--- src/verilog/tag_cmp_pkg.sv ---
// Tag compare definitions
package tag_cmp_pkg;

  // ------------------------------------------------------------
  // SECDED sizing
  // ------------------------------------------------------------
  // smallest number of Hamming check bits that covers data_width
  function automatic int unsigned secded_check_bits(input int unsigned data_width);
    int unsigned p;
    p = 1;
    while ((32'd1 << p) < data_width + p + 1) begin
      p++;
    end
    return p;
  endfunction

  // ------------------------------------------------------------
  // widths
  // ------------------------------------------------------------
  localparam int unsigned INDEX_WIDTH      = 4;
  localparam int unsigned TAG_WIDTH        = 12;
  // Hamming bits plus one overall parity bit
  localparam int unsigned TAG_CODE_WIDTH   = TAG_WIDTH + secded_check_bits(TAG_WIDTH) + 1;
  localparam int unsigned BLOCK_WIDTH      = 16;
  localparam int unsigned BLOCK_BYTES      = BLOCK_WIDTH / 8;
  localparam int unsigned BLOCK_CODE_WIDTH = BLOCK_WIDTH + secded_check_bits(BLOCK_WIDTH) + 1;
  localparam int unsigned DATA_BLOCKS      = 4;

  // ------------------------------------------------------------
  // line and enable types
  // ------------------------------------------------------------
  typedef struct packed {
    logic                                    valid;
    logic [TAG_WIDTH-1:0]                    tag;
    logic [DATA_BLOCKS-1:0][BLOCK_WIDTH-1:0] data;
  } line_t;

  // line as held in the SRAM
  typedef struct packed {
    logic                                         valid;
    logic [TAG_CODE_WIDTH-1:0]                    tag;
    logic [DATA_BLOCKS-1:0][BLOCK_CODE_WIDTH-1:0] data;
  } line_code_t;

  typedef struct packed {
    logic                               tag;
    logic [DATA_BLOCKS*BLOCK_BYTES-1:0] data;
  } line_be_t;

  // one enable per protected block
  typedef struct packed {
    logic                   valid;
    logic                   tag;
    logic [DATA_BLOCKS-1:0] data;
  } sram_be_t;

  typedef struct packed {
    logic corr;
    logic uncorr;
  } err_t;

  typedef enum logic {
    NORMAL,
    LOAD_AND_STORE
  } store_state_e;

endpackage

--- src/verilog/access_sequencer.sv ---
// Cache access sequencer
`timescale 1ns/10ps

module access_sequencer
  import tag_cmp_pkg::*;
#(
  parameter int unsigned NR_PORTS = 2,
  parameter int unsigned NR_WAYS  = 4
) (
  input  logic                                    clk_i,
  input  logic                                    rst_ni,
  input  logic     [NR_PORTS-1:0][NR_WAYS-1:0]     req_i,
  input  logic     [NR_PORTS-1:0][INDEX_WIDTH-1:0] addr_i,
  input  logic     [NR_PORTS-1:0]                 we_i,
  input  line_t    [NR_PORTS-1:0]                 wdata_i,
  input  line_be_t [NR_PORTS-1:0]                 be_i,
  output logic     [NR_PORTS-1:0]                 gnt_o,
  output logic     [NR_WAYS-1:0]                  sram_req_o,
  output logic                                    sram_we_o,
  output logic     [INDEX_WIDTH-1:0]              sram_addr_o,
  output sram_be_t                                sram_be_o,
  output line_t                                   wr_line_o,
  output line_be_t                                wr_be_o,
  output logic                                    merge_o,
  output logic     [NR_PORTS-1:0]                 port_id_o
);

  store_state_e             state_d, state_q;
  logic [NR_PORTS-1:0]      id_d, id_q;
  logic [NR_WAYS-1:0]       req_d, req_q;
  logic [INDEX_WIDTH-1:0]   addr_d, addr_q;
  line_be_t                 be_d, be_q;
  line_t                    line_d, line_q;

  // blocks whose bytes are all enabled
  function automatic logic [DATA_BLOCKS-1:0] full_blocks(input line_be_t be);
    logic [DATA_BLOCKS-1:0] full;
    for (int unsigned b = 0; b < DATA_BLOCKS; b++) begin
      full[b] = &be.data[b*BLOCK_BYTES +: BLOCK_BYTES];
    end
    return full;
  endfunction

  // any block with only some of its bytes enabled
  function automatic logic partial_write(input line_be_t be);
    logic partial;
    partial = 1'b0;
    for (int unsigned b = 0; b < DATA_BLOCKS; b++) begin
      partial |= (|be.data[b*BLOCK_BYTES +: BLOCK_BYTES]) &&
                 !(&be.data[b*BLOCK_BYTES +: BLOCK_BYTES]);
    end
    return partial;
  endfunction

  // ------------------------------------------------------------
  // fixed priority grant and write sequencing
  // ------------------------------------------------------------
  always_comb begin
    logic found;
    found       = 1'b0;
    state_d     = state_q;
    id_d        = id_q;
    req_d       = req_q;
    addr_d      = addr_q;
    be_d        = be_q;
    line_d      = line_q;
    gnt_o       = '0;
    sram_req_o  = '0;
    sram_we_o   = 1'b0;
    sram_addr_o = '0;
    sram_be_o   = '0;
    wr_line_o   = '0;
    wr_be_o     = '0;
    merge_o     = 1'b0;
    if (state_q == NORMAL) begin
      for (int unsigned i = 0; i < NR_PORTS; i++) begin
        if (!found && (|req_i[i])) begin
          found       = 1'b1;
          id_d        = '0;
          id_d[i]     = 1'b1;
          sram_req_o  = req_i[i];
          sram_addr_o = addr_i[i];
          wr_line_o   = wdata_i[i];
          wr_be_o     = be_i[i];
          if (we_i[i] && partial_write(be_i[i])) begin
            // read the old line first, grant on the write-back
            state_d = LOAD_AND_STORE;
            req_d   = req_i[i];
            addr_d  = addr_i[i];
            be_d    = be_i[i];
            line_d  = wdata_i[i];
          end else begin
            gnt_o[i]        = 1'b1;
            sram_we_o       = we_i[i];
            sram_be_o.valid = be_i[i].tag;
            sram_be_o.tag   = be_i[i].tag;
            sram_be_o.data  = full_blocks(be_i[i]);
          end
        end
      end
    end else begin
      // merged line goes back as a whole
      state_d     = NORMAL;
      gnt_o       = id_q;
      sram_req_o  = req_q;
      sram_we_o   = 1'b1;
      sram_addr_o = addr_q;
      sram_be_o   = '{valid: 1'b1, tag: 1'b1, data: '1};
      wr_line_o   = line_q;
      wr_be_o     = be_q;
      merge_o     = 1'b1;
    end
  end

  assign port_id_o = id_d;

  always_ff @(posedge clk_i or negedge rst_ni) begin
    if (!rst_ni) begin
      state_q <= NORMAL;
      id_q    <= '0;
      req_q   <= '0;
      addr_q  <= '0;
      be_q    <= '0;
      line_q  <= '0;
    end else begin
      state_q <= state_d;
      id_q    <= id_d;
      req_q   <= req_d;
      addr_q  <= addr_d;
      be_q    <= be_d;
      line_q  <= line_d;
    end
  end

endmodule

--- src/verilog/line_ecc_path.sv ---
// Line ECC encode and decode path
`timescale 1ns/10ps

module line_ecc_path
  import tag_cmp_pkg::*;
#(
  parameter int unsigned NR_WAYS = 4
) (
  input  logic                     clk_i,
  input  logic                     rst_ni,
  input  line_t                    wr_line_i,
  input  line_be_t                 wr_be_i,
  input  logic                     merge_i,
  input  logic       [NR_WAYS-1:0] sram_req_i,
  input  line_code_t [NR_WAYS-1:0] sram_rdata_i,
  output line_code_t               sram_wdata_o,
  output line_t      [NR_WAYS-1:0] rdata_o,
  output err_t                     err_o
);

  logic [NR_WAYS-1:0]                  req_q;
  logic [NR_WAYS-1:0]                  tag_corr, tag_uncorr;
  logic [NR_WAYS-1:0][DATA_BLOCKS-1:0] blk_corr, blk_uncorr;
  line_t                               old_line;
  line_t                               store_line;

  // ways read last cycle
  always_ff @(posedge clk_i or negedge rst_ni) begin
    if (!rst_ni) begin
      req_q <= '0;
    end else begin
      req_q <= sram_req_i;
    end
  end

  // ------------------------------------------------------------
  // read side
  // ------------------------------------------------------------
  for (genvar w = 0; w < NR_WAYS; w++) begin : g_way
    assign rdata_o[w].valid = sram_rdata_i[w].valid;

    secded_dec #(.DATA_WIDTH(TAG_WIDTH)) u_tag_dec (
      .code_i   (sram_rdata_i[w].tag),
      .data_o   (rdata_o[w].tag),
      .corr_o   (tag_corr[w]),
      .uncorr_o (tag_uncorr[w])
    );

    for (genvar b = 0; b < DATA_BLOCKS; b++) begin : g_blk
      secded_dec #(.DATA_WIDTH(BLOCK_WIDTH)) u_blk_dec (
        .code_i   (sram_rdata_i[w].data[b]),
        .data_o   (rdata_o[w].data[b]),
        .corr_o   (blk_corr[w][b]),
        .uncorr_o (blk_uncorr[w][b])
      );
    end
  end

  // only valid lines of requested ways count
  always_comb begin
    err_o = '0;
    for (int unsigned w = 0; w < NR_WAYS; w++) begin
      if (req_q[w] && sram_rdata_i[w].valid) begin
        err_o.corr   = err_o.corr | tag_corr[w] | (|blk_corr[w]);
        err_o.uncorr = err_o.uncorr | tag_uncorr[w] | (|blk_uncorr[w]);
      end
    end
  end

  // ------------------------------------------------------------
  // write side
  // ------------------------------------------------------------
  // corrected line of the first way read
  always_comb begin
    logic found;
    found    = 1'b0;
    old_line = '0;
    for (int unsigned w = 0; w < NR_WAYS; w++) begin
      if (!found && req_q[w]) begin
        found    = 1'b1;
        old_line = rdata_o[w];
      end
    end
  end

  always_comb begin
    store_line = wr_line_i;
    if (merge_i) begin
      store_line.valid = wr_be_i.tag ? wr_line_i.valid : old_line.valid;
      store_line.tag   = wr_be_i.tag ? wr_line_i.tag : old_line.tag;
      for (int unsigned b = 0; b < DATA_BLOCKS; b++) begin
        for (int unsigned k = 0; k < BLOCK_BYTES; k++) begin
          if (!wr_be_i.data[b*BLOCK_BYTES+k]) begin
            store_line.data[b][k*8 +: 8] = old_line.data[b][k*8 +: 8];
          end
        end
      end
    end
  end

  assign sram_wdata_o.valid = store_line.valid;

  secded_enc #(.DATA_WIDTH(TAG_WIDTH)) u_tag_enc (
    .data_i (store_line.tag),
    .code_o (sram_wdata_o.tag)
  );

  for (genvar b = 0; b < DATA_BLOCKS; b++) begin : g_enc
    secded_enc #(.DATA_WIDTH(BLOCK_WIDTH)) u_blk_enc (
      .data_i (store_line.data[b]),
      .code_o (sram_wdata_o.data[b])
    );
  end

endmodule

--- src/verilog/secded_dec.sv ---
// SECDED Hamming decoder
`timescale 1ns/10ps

module secded_dec
  import tag_cmp_pkg::*;
#(
  parameter  int unsigned DATA_WIDTH = 16,
  localparam int unsigned CHECK_BITS = secded_check_bits(DATA_WIDTH),
  localparam int unsigned CODE_WIDTH = DATA_WIDTH + CHECK_BITS + 1
) (
  input  logic [CODE_WIDTH-1:0] code_i,
  output logic [DATA_WIDTH-1:0] data_o,
  output logic                  corr_o,
  output logic                  uncorr_o
);

  logic [CHECK_BITS-1:0] syndrome;
  logic                  parity_odd;

  // ------------------------------------------------------------
  // syndrome and overall parity
  // ------------------------------------------------------------
  always_comb begin
    syndrome = '0;
    for (int unsigned p = 0; p < CHECK_BITS; p++) begin
      for (int unsigned pos = 1; pos < CODE_WIDTH; pos++) begin
        if (((pos >> p) & 1) != 0) begin
          syndrome[p] ^= code_i[pos];
        end
      end
    end
  end

  assign parity_odd = ^code_i;

  // odd parity means one flipped bit, possibly the parity bit itself
  assign corr_o   = parity_odd;
  assign uncorr_o = !parity_odd && (syndrome != '0);

  // ------------------------------------------------------------
  // correction and data extraction
  // ------------------------------------------------------------
  always_comb begin
    logic [CODE_WIDTH-1:0] code;
    int unsigned           d;
    code = code_i;
    d    = 0;
    if (parity_odd && (syndrome != '0)) begin
      for (int unsigned pos = 1; pos < CODE_WIDTH; pos++) begin
        if (syndrome == CHECK_BITS'(pos)) begin
          code[pos] = ~code[pos];
        end
      end
    end
    data_o = '0;
    for (int unsigned pos = 1; pos < CODE_WIDTH; pos++) begin
      if ((pos & (pos - 1)) != 0) begin
        data_o[d] = code[pos];
        d++;
      end
    end
  end

endmodule

--- src/verilog/secded_enc.sv ---
// SECDED Hamming encoder
`timescale 1ns/10ps

module secded_enc
  import tag_cmp_pkg::*;
#(
  parameter  int unsigned DATA_WIDTH = 16,
  localparam int unsigned CHECK_BITS = secded_check_bits(DATA_WIDTH),
  localparam int unsigned CODE_WIDTH = DATA_WIDTH + CHECK_BITS + 1
) (
  input  logic [DATA_WIDTH-1:0] data_i,
  output logic [CODE_WIDTH-1:0] code_o
);

  // bit 0 is the overall parity, bits 1 and up are Hamming positions
  always_comb begin
    logic [CODE_WIDTH-1:0] code;
    logic                  parity;
    int unsigned           d;
    code = '0;
    d    = 0;
    // data fills every position that is not a power of two
    for (int unsigned pos = 1; pos < CODE_WIDTH; pos++) begin
      if ((pos & (pos - 1)) != 0) begin
        code[pos] = data_i[d];
        d++;
      end
    end
    // check bit p covers the positions with index bit p set
    for (int unsigned p = 0; p < CHECK_BITS; p++) begin
      parity = 1'b0;
      for (int unsigned pos = 1; pos < CODE_WIDTH; pos++) begin
        if (((pos >> p) & 1) != 0) begin
          parity ^= code[pos];
        end
      end
      code[1 << p] = parity;
    end
    code[0] = ^code[CODE_WIDTH-1:1];
    code_o  = code;
  end

endmodule

--- src/verilog/tag_cmp.sv ---
// Protected tag compare top level
`timescale 1ns/10ps

module tag_cmp
  import tag_cmp_pkg::*;
#(
  parameter int unsigned NR_PORTS = 2,
  parameter int unsigned NR_WAYS  = 4
) (
  input  logic                                    clk_i,
  input  logic                                    rst_ni,
  input  logic       [NR_PORTS-1:0][NR_WAYS-1:0]     req_i,
  input  logic       [NR_PORTS-1:0][INDEX_WIDTH-1:0] addr_i,
  input  logic       [NR_PORTS-1:0]               we_i,
  input  line_t      [NR_PORTS-1:0]               wdata_i,
  input  line_be_t   [NR_PORTS-1:0]               be_i,
  output logic       [NR_PORTS-1:0]               gnt_o,
  input  logic       [NR_PORTS-1:0][TAG_WIDTH-1:0]   tag_i,
  output line_t      [NR_WAYS-1:0]                rdata_o,
  output logic       [NR_WAYS-1:0]                hit_way_o,
  output err_t                                    err_o,
  output logic       [NR_WAYS-1:0]                sram_req_o,
  output logic                                    sram_we_o,
  output logic       [INDEX_WIDTH-1:0]            sram_addr_o,
  output sram_be_t                                sram_be_o,
  output line_code_t                              sram_wdata_o,
  input  line_code_t [NR_WAYS-1:0]                sram_rdata_i
);

  line_t               wr_line;
  line_be_t            wr_be;
  logic                merge;
  logic [NR_PORTS-1:0] port_id;

  access_sequencer #(.NR_PORTS(NR_PORTS), .NR_WAYS(NR_WAYS)) u_seq (
    .clk_i, .rst_ni, .req_i, .addr_i, .we_i, .wdata_i, .be_i, .gnt_o,
    .sram_req_o, .sram_we_o, .sram_addr_o, .sram_be_o,
    .wr_line_o (wr_line),
    .wr_be_o   (wr_be),
    .merge_o   (merge),
    .port_id_o (port_id)
  );

  line_ecc_path #(.NR_WAYS(NR_WAYS)) u_ecc (
    .clk_i, .rst_ni,
    .wr_line_i  (wr_line),
    .wr_be_i    (wr_be),
    .merge_i    (merge),
    .sram_req_i (sram_req_o),
    .sram_rdata_i, .sram_wdata_o, .rdata_o, .err_o
  );

  way_hit_cmp #(.NR_PORTS(NR_PORTS), .NR_WAYS(NR_WAYS)) u_hit (
    .clk_i, .rst_ni,
    .port_id_i (port_id),
    .tag_i, .sram_rdata_i, .hit_way_o
  );

endmodule

--- src/verilog/way_hit_cmp.sv ---
// Per way tag hit compare
`timescale 1ns/10ps

module way_hit_cmp
  import tag_cmp_pkg::*;
#(
  parameter int unsigned NR_PORTS = 2,
  parameter int unsigned NR_WAYS  = 4
) (
  input  logic                                 clk_i,
  input  logic                                 rst_ni,
  input  logic       [NR_PORTS-1:0]            port_id_i,
  input  logic       [NR_PORTS-1:0][TAG_WIDTH-1:0] tag_i,
  input  line_code_t [NR_WAYS-1:0]             sram_rdata_i,
  output logic       [NR_WAYS-1:0]             hit_way_o
);

  logic [NR_PORTS-1:0]                     id_q;
  logic [TAG_WIDTH-1:0]                    sel_tag;
  logic [TAG_CODE_WIDTH-1:0]               sel_code;
  logic [NR_WAYS-1:0][TAG_CODE_WIDTH-1:0]  diff;

  // tag arrives one cycle after the request
  always_ff @(posedge clk_i or negedge rst_ni) begin
    if (!rst_ni) begin
      id_q <= '0;
    end else begin
      id_q <= port_id_i;
    end
  end

  always_comb begin
    sel_tag = '0;
    for (int unsigned i = 0; i < NR_PORTS; i++) begin
      if (id_q[i]) begin
        sel_tag = tag_i[i];
      end
    end
  end

  secded_enc #(.DATA_WIDTH(TAG_WIDTH)) u_tag_enc (
    .data_i (sel_tag),
    .code_o (sel_code)
  );

  // hit tolerates one flipped bit in the stored codeword
  for (genvar w = 0; w < NR_WAYS; w++) begin : g_way
    assign diff[w]      = sel_code ^ sram_rdata_i[w].tag;
    assign hit_way_o[w] = sram_rdata_i[w].valid && ((diff[w] & (diff[w] - 1'b1)) == '0);
  end

endmodule
--- config.mk ---
export PLATFORM = sky130hd
export DESIGN_NAME = tag_cmp
export DESIGN_NICKNAME = d
export VERILOG_FILES = /design/src/verilog/tag_cmp_pkg.sv /design/src/verilog/access_sequencer.sv /design/src/verilog/line_ecc_path.sv /design/src/verilog/secded_dec.sv /design/src/verilog/secded_enc.sv /design/src/verilog/tag_cmp.sv /design/src/verilog/way_hit_cmp.sv
export SDC_FILE = /design/constraint.sdc
export NUM_CORES = 2
export LEC_CHECK = 0
export BUFFER_PORTS_ARGS = -buffer_cell sky130_fd_sc_hd__buf_2
export CORE_AREA = 5 5 416 418
export DETAILED_ROUTE_END_ITERATION = 6
export DIE_AREA = 0 0 421 423
export GPL_TIMING_DRIVEN = 0
export MAX_ROUTING_LAYER = met4
export PLACE_DENSITY_LB_ADDON = 0.2
export SLEW_MARGIN = 25
export SYNTH_ARGS = -nofsm -noshare
export SYNTH_HDL_FRONTEND = slang
export SYNTH_SLANG_ARGS = --single-unit
--- constraint.sdc ---
create_clock -name clk_i -period 4.5 [get_ports clk_i]
set_input_delay 0.45 -clock clk_i [delete_from_list [all_inputs] [get_ports clk_i]]
set_output_delay 0.45 -clock clk_i [all_outputs]
set_load 0.03 [all_outputs]
; Word-level counts from Yosys, hierarchy flattened
; Cells that the tools add are included.
[totals]
reg_bits = 101
[op_classes]
n_reduce_logical = 172
n_bitwise = 1383
n_mux = 501
add_sub_neg = 4
eq_ne = 404
[ops]
columns = op, count
row1 = $xor 1x1->1, 950
row2 = $mux 77, 12
row3 = $eq 5x4->1 const B, 160
row4 = $eq 5x5->1 const B, 104
row5 = $mux 1, 425
row6 = $not 1->1, 405
row7 = $eq 5x3->1 const B, 80
row8 = $reduce_xor 22->1, 16
row9 = $mux 21, 16
row10 = $eq 5x2->1 const B, 40
row11 = $eq 5x1->1 const B, 20
row12 = $reduce_bool 5->1, 20
row13 = $reduce_xor 21->1, 4
row14 = $and 18x18->18, 4
row15 = $logic_not 18->1, 4
row16 = $reduce_xor 18->1, 4
row17 = $sub 18x1->18 const B, 4
row18 = $xor 18x18->18, 4
row19 = $mux 17, 4
row20 = $mux 8, 8
row21 = $mux 9, 7
row22 = $logic_and 1x1->1, 62
row23 = $mux 4, 14
row24 = $reduce_or 4->1, 10
row25 = 9 further kinds, 87

; Depth between registers and ports, before layout
[depth]
ltp_word = 29
depth_mapped = 16
depth_no_buf = 13

; Cells and area by module
; From an unflattened synthesis, not the netlist that was laid out.
[unflattened]
hier_cells = 3487
area_unflattened_um2 = 30469.2
[by_module_without_submodules]
columns = mod, n_inst, seq_area_each_um2, cells_per_inst, area_per_inst_um2
row1 = secded_dec (u_ecc.g_way[0].g_blk[1].u_blk_dec ...), 15, 0.0, 97, 913.4
row2 = access_sequencer, 1, 2427.3, 684, 6115.9
row3 = line_ecc_path, 1, 100.1, 520, 3479.6
row4 = secded_dec (u_ecc.g_way[1].u_tag_dec ...), 3, 0.0, 68, 583.1
row5 = secded_enc (u_ecc.g_enc[0].u_blk_enc ...), 4, 0.0, 43, 435.4
row6 = way_hit_cmp, 1, 50.0, 218, 1621.6
row7 = secded_dec (u_ecc.g_way[0].g_blk[0].u_blk_dec), 1, 0.0, 98, 825.8
row8 = secded_enc (u_ecc.u_tag_enc ...), 2, 0.0, 32, 315.3
row9 = secded_dec (u_ecc.g_way[0].u_tag_dec), 1, 0.0, 72, 604.3

; Least setup slack after synthesis
; No wires, ideal clock.
[synth_path]
kind = input-to-output
from = input sram_rdata_i[383] (netlist bit)
to = output sram_wdata_o[44] (netlist bit)
path_slack_ns = -1.370
arrival_ns = 5.420
required_time_ns = 4.050
path_stages = 11
path_cell_list = xor2_1 > xnor2_1 > xnor2_2 > xnor3_1 > o41ai_1 > o221ai_1 > a211oi_2 > xor2_1 > xnor2_1 > xnor3_1 > xor3_1
[synth_rtl]
columns = element, line_no
row1 = start: declaration, tag_cmp.sv:27  ; input line_code_t [NR_WAYS-1:0] sram_rdata_i
row2 = end: declaration, tag_cmp.sv:26  ; output line_code_t sram_wdata_o,

==> impl_metrics.ini <==
[outcome]
status = complete, but fails checks
violations = setup timing

[synthesis]
syn_area_mm2 = 0.0289
synth_fp_nets = 4260
postSynthAreaPerCell_um2 = 8.01
syn_inst = 3608
synth-async-reset-ratio_pct = 100
ys_types = 109
ys_seq_area_share_pct = 8.74
synth_edf_count = 0
yosysWarnings = 0
ys_seq_elements = 101
ys.flop_type = dfrtp_1

[clock_network]
path_clk_slew_ns = 0.11
clock-sinks = 101
htree_levels = 3
cts_root_buf = clkbuf_16
cts-buffers-inserted = 9
cts_tree = built
clk_path_buf_depth = 2
worstSkewPairLatency_ns = 0.41

[worst_setup_path]
crit_fanout = 3
cp-start-kind = input pin
end_kind = primary output
crit_type = in2out
r2r-end = u_seq.be_q[5]
rr_startpoint = u_seq.state_q
rrSetupSlack_ns = 0.34
crit_required_ns = 4.05
critPathArrivalTime_ns = 4.40
reg2regPathDepth = 7
crit_path_end = sram_wdata_o[44]
crit_start = sram_rdata_i[44]

[die]
rows = 151
dieHeight_um = 423
ios = 1082
start_util_pct = 17.1
die_area_mm2 = 0.178
core_mm2 = 0.169
die_w_um = 421

[routing]
finalWirelength_mm = 270
drt_iter0_drc = 3458
via_per_inst = 5.11
ant_nets = 0
dr.pass1.iters = 6
num_vias = 38400
wl_per_cell_um = 36.0
drc = 0

[cells_and_area]
nFillCells = 18000
final_common_cell = buf_2
synthToLayoutAreaGrowth_pct = 82.7
final_util_pct = 31.3
layout_common_cells = buf_2 (964), buf_4 (489), xnor2_1 (334)
fin_nets = 5839
drive_gt1_share_pct = 55.6

[global_route]
grt_pass1_wl_mm = 347
grt_max_degree = 64
grt_overflow_total = 0
track_usage_pct = 29.4
grt_pass1_vias = 37100
antenna_found_initial = 156

[sta]
skew_ns = 0.0172
rsz0062_at_grt = true
layout_setup_ws_ns = -0.354
finalCritPeriodShare_pct = 108
relSlewSlack_pct = 22.9
setup_viol = 22
tightestPinTransition_ns = 1.16
finalWorstPathRequiredPeriod_ns = 4.85
hold_viol = 0
clock.fmax_mhz = 206
drv_slew = 0

[power_and_ir_drop]
vdd_drop_max_uv = 506
leakagePower_uw = 0.0223
powerDensity_mw_per_mm2 = 515

[placed_design]
place.gp.congestion = 0.978
place_ws_ns = -3.12
io_buffers = 1054
place_hpwl_mm = 229

[hold_path]
hold_class = in2reg

[job]
max_cap_viol_count = 0
## final cells by class
class | count | area [um2] | area share [%]
multi-input cells | 3226 | 34400 | 65.1
repair buffers | 1569 | 10400 | 19.8
well taps | 2218 | 2780 | 5.26
flip-flops and latches | 101 | 2540 | 4.81
plain buffers | 191 | 1780 | 3.38
inverters | 89 | 352 | 0.666
diodes | 105 | 263 | 0.498
clock buffers | 9 | 225 | 0.427
clock inverters | 7 | 67.6 | 0.128
## worst max-delay path, stage by stage
cell and delay (ns):
buf_6 0.07, xor3_1 0.41, xnor3_1 0.40, xnor3_2 0.32
xnor2_4 0.16, or4b_4 0.54, xnor2_4 0.20, a22o_1 0.30
a221o_2 0.46, xnor2_2 0.18, xnor2_2 0.24, xor3_2 0.52
buf_6 0.16
## power by group
part	internal (uW)	switching [uW]	total [uW]
Combinational	10400	14600	25000
Sequential	1090	151	1240
Clock	393	536	929
Total	11900	15200	27200
## worst min-delay path by stage
stage / from / to / slack (ns) / depth (start not counted)
6_report: wdata_i[110] / u_seq.line_q[33] / 0.33 / 3
5_1_grt: wdata_i[109] / u_seq.line_q[32] / 0.33 / 3
4_1_cts: wdata_i[89] / u_seq.line_q[12] / 0.31 / 3
3_5_place_dp: rst_ni / u_seq.line_q[60] / 0.38 / 1
3_3_place_gp: u_seq.line_q[32] / u_seq.line_q[32] / 0.45 / 2
2_1_floorplan: rst_ni / u_ecc.req_q[0] / 0.15 / 0
## cell families after synthesis
kind of cell	Yosys count	synth area share (%)
flops	101	8.74
mux	62	2.30
xor+xnor	1198	44.1
compound gates	880	22.1
simple gates	1070	18.3
fa+ha+maj	13	0.520
buf+inv	284	3.87
## synth_stat cells, types with 36 or more instances
cell type  instances  share of area (%)
a221o_1           51                1.8
nor4_1            57                1.2
xor2_1           411                 12
nand3_1           77                1.3
a22oi_1           61                1.6
nand2_1          281                3.6
a21oi_1          109                1.9
xnor2_1          617                 19
a31oi_1           37               0.80
xnor3_1          120                9.4
nor2_1           213                2.8
nand2b_1          36               0.78
a32oi_1           85                2.6
inv_1             86                1.1
clkbuf_1         160                2.1
a221oi_1          71                2.2
nor3_1           190                3.3
o21ai_0          189                3.3
dfrtp_1          101                8.7
## per-stage QoR
step / hold WS, ns / instance area [um2] / power (uW) / instances / setup TNS [ns]
floorplan: 0.154 / 32000 / 12900 / 3608 / -1.11
global placement: 0.454 / 40000 / 19300 / 6880 / -1000.21
detailed placement: 0.379 / 40900 / 19600 / 6918 / -373.48
CTS: 0.308 / 49300 / 25400 / 7277 / -3.52
global route: 0.328 / 52800 / 28200 / 7497 / -5.36
finish: 0.326 / 52800 / 27200 / 7515 / -3.03
## routing by layer
metal | up-vias | wire length, um | GRT usage [%] | part of all wire (%)
met5 | - | 0 | - | 0
met4 | 0 | 14500 | 12.5 | 5.4
met3 | 473 | 16600 | 4.63 | 6.2
met2 | 2046 | 134000 | 50.5 | 50
met1 | 19600 | 105000 | 34.2 | 39
li1 | 16300 | - | - | -
## registers in the layout, summed over array words and instances, names as in the netlist
signal / flops
u_ecc.req_q: 4
u_hit.id_q: 2
u_seq.addr_q: 4
u_seq.be_q: 9
u_seq.line_q: 77
u_seq.req_q: 4
u_seq.state_q: 1
## repair_timing
| item | in CTS | in global routing |
|---|---|---|
| hold buffers | 1 | 0 |
| hold endpoints to repair | 38 | 0 |
| resized for setup | 1010 | 434 |
| gates cloned | 5 | 1 |
| endpoints found under the setup margin | 223 | 33 |
| pin swaps | 357 | 243 |
| setup buffers | 340 | 134 |
(Power assumes the default switching activity.)
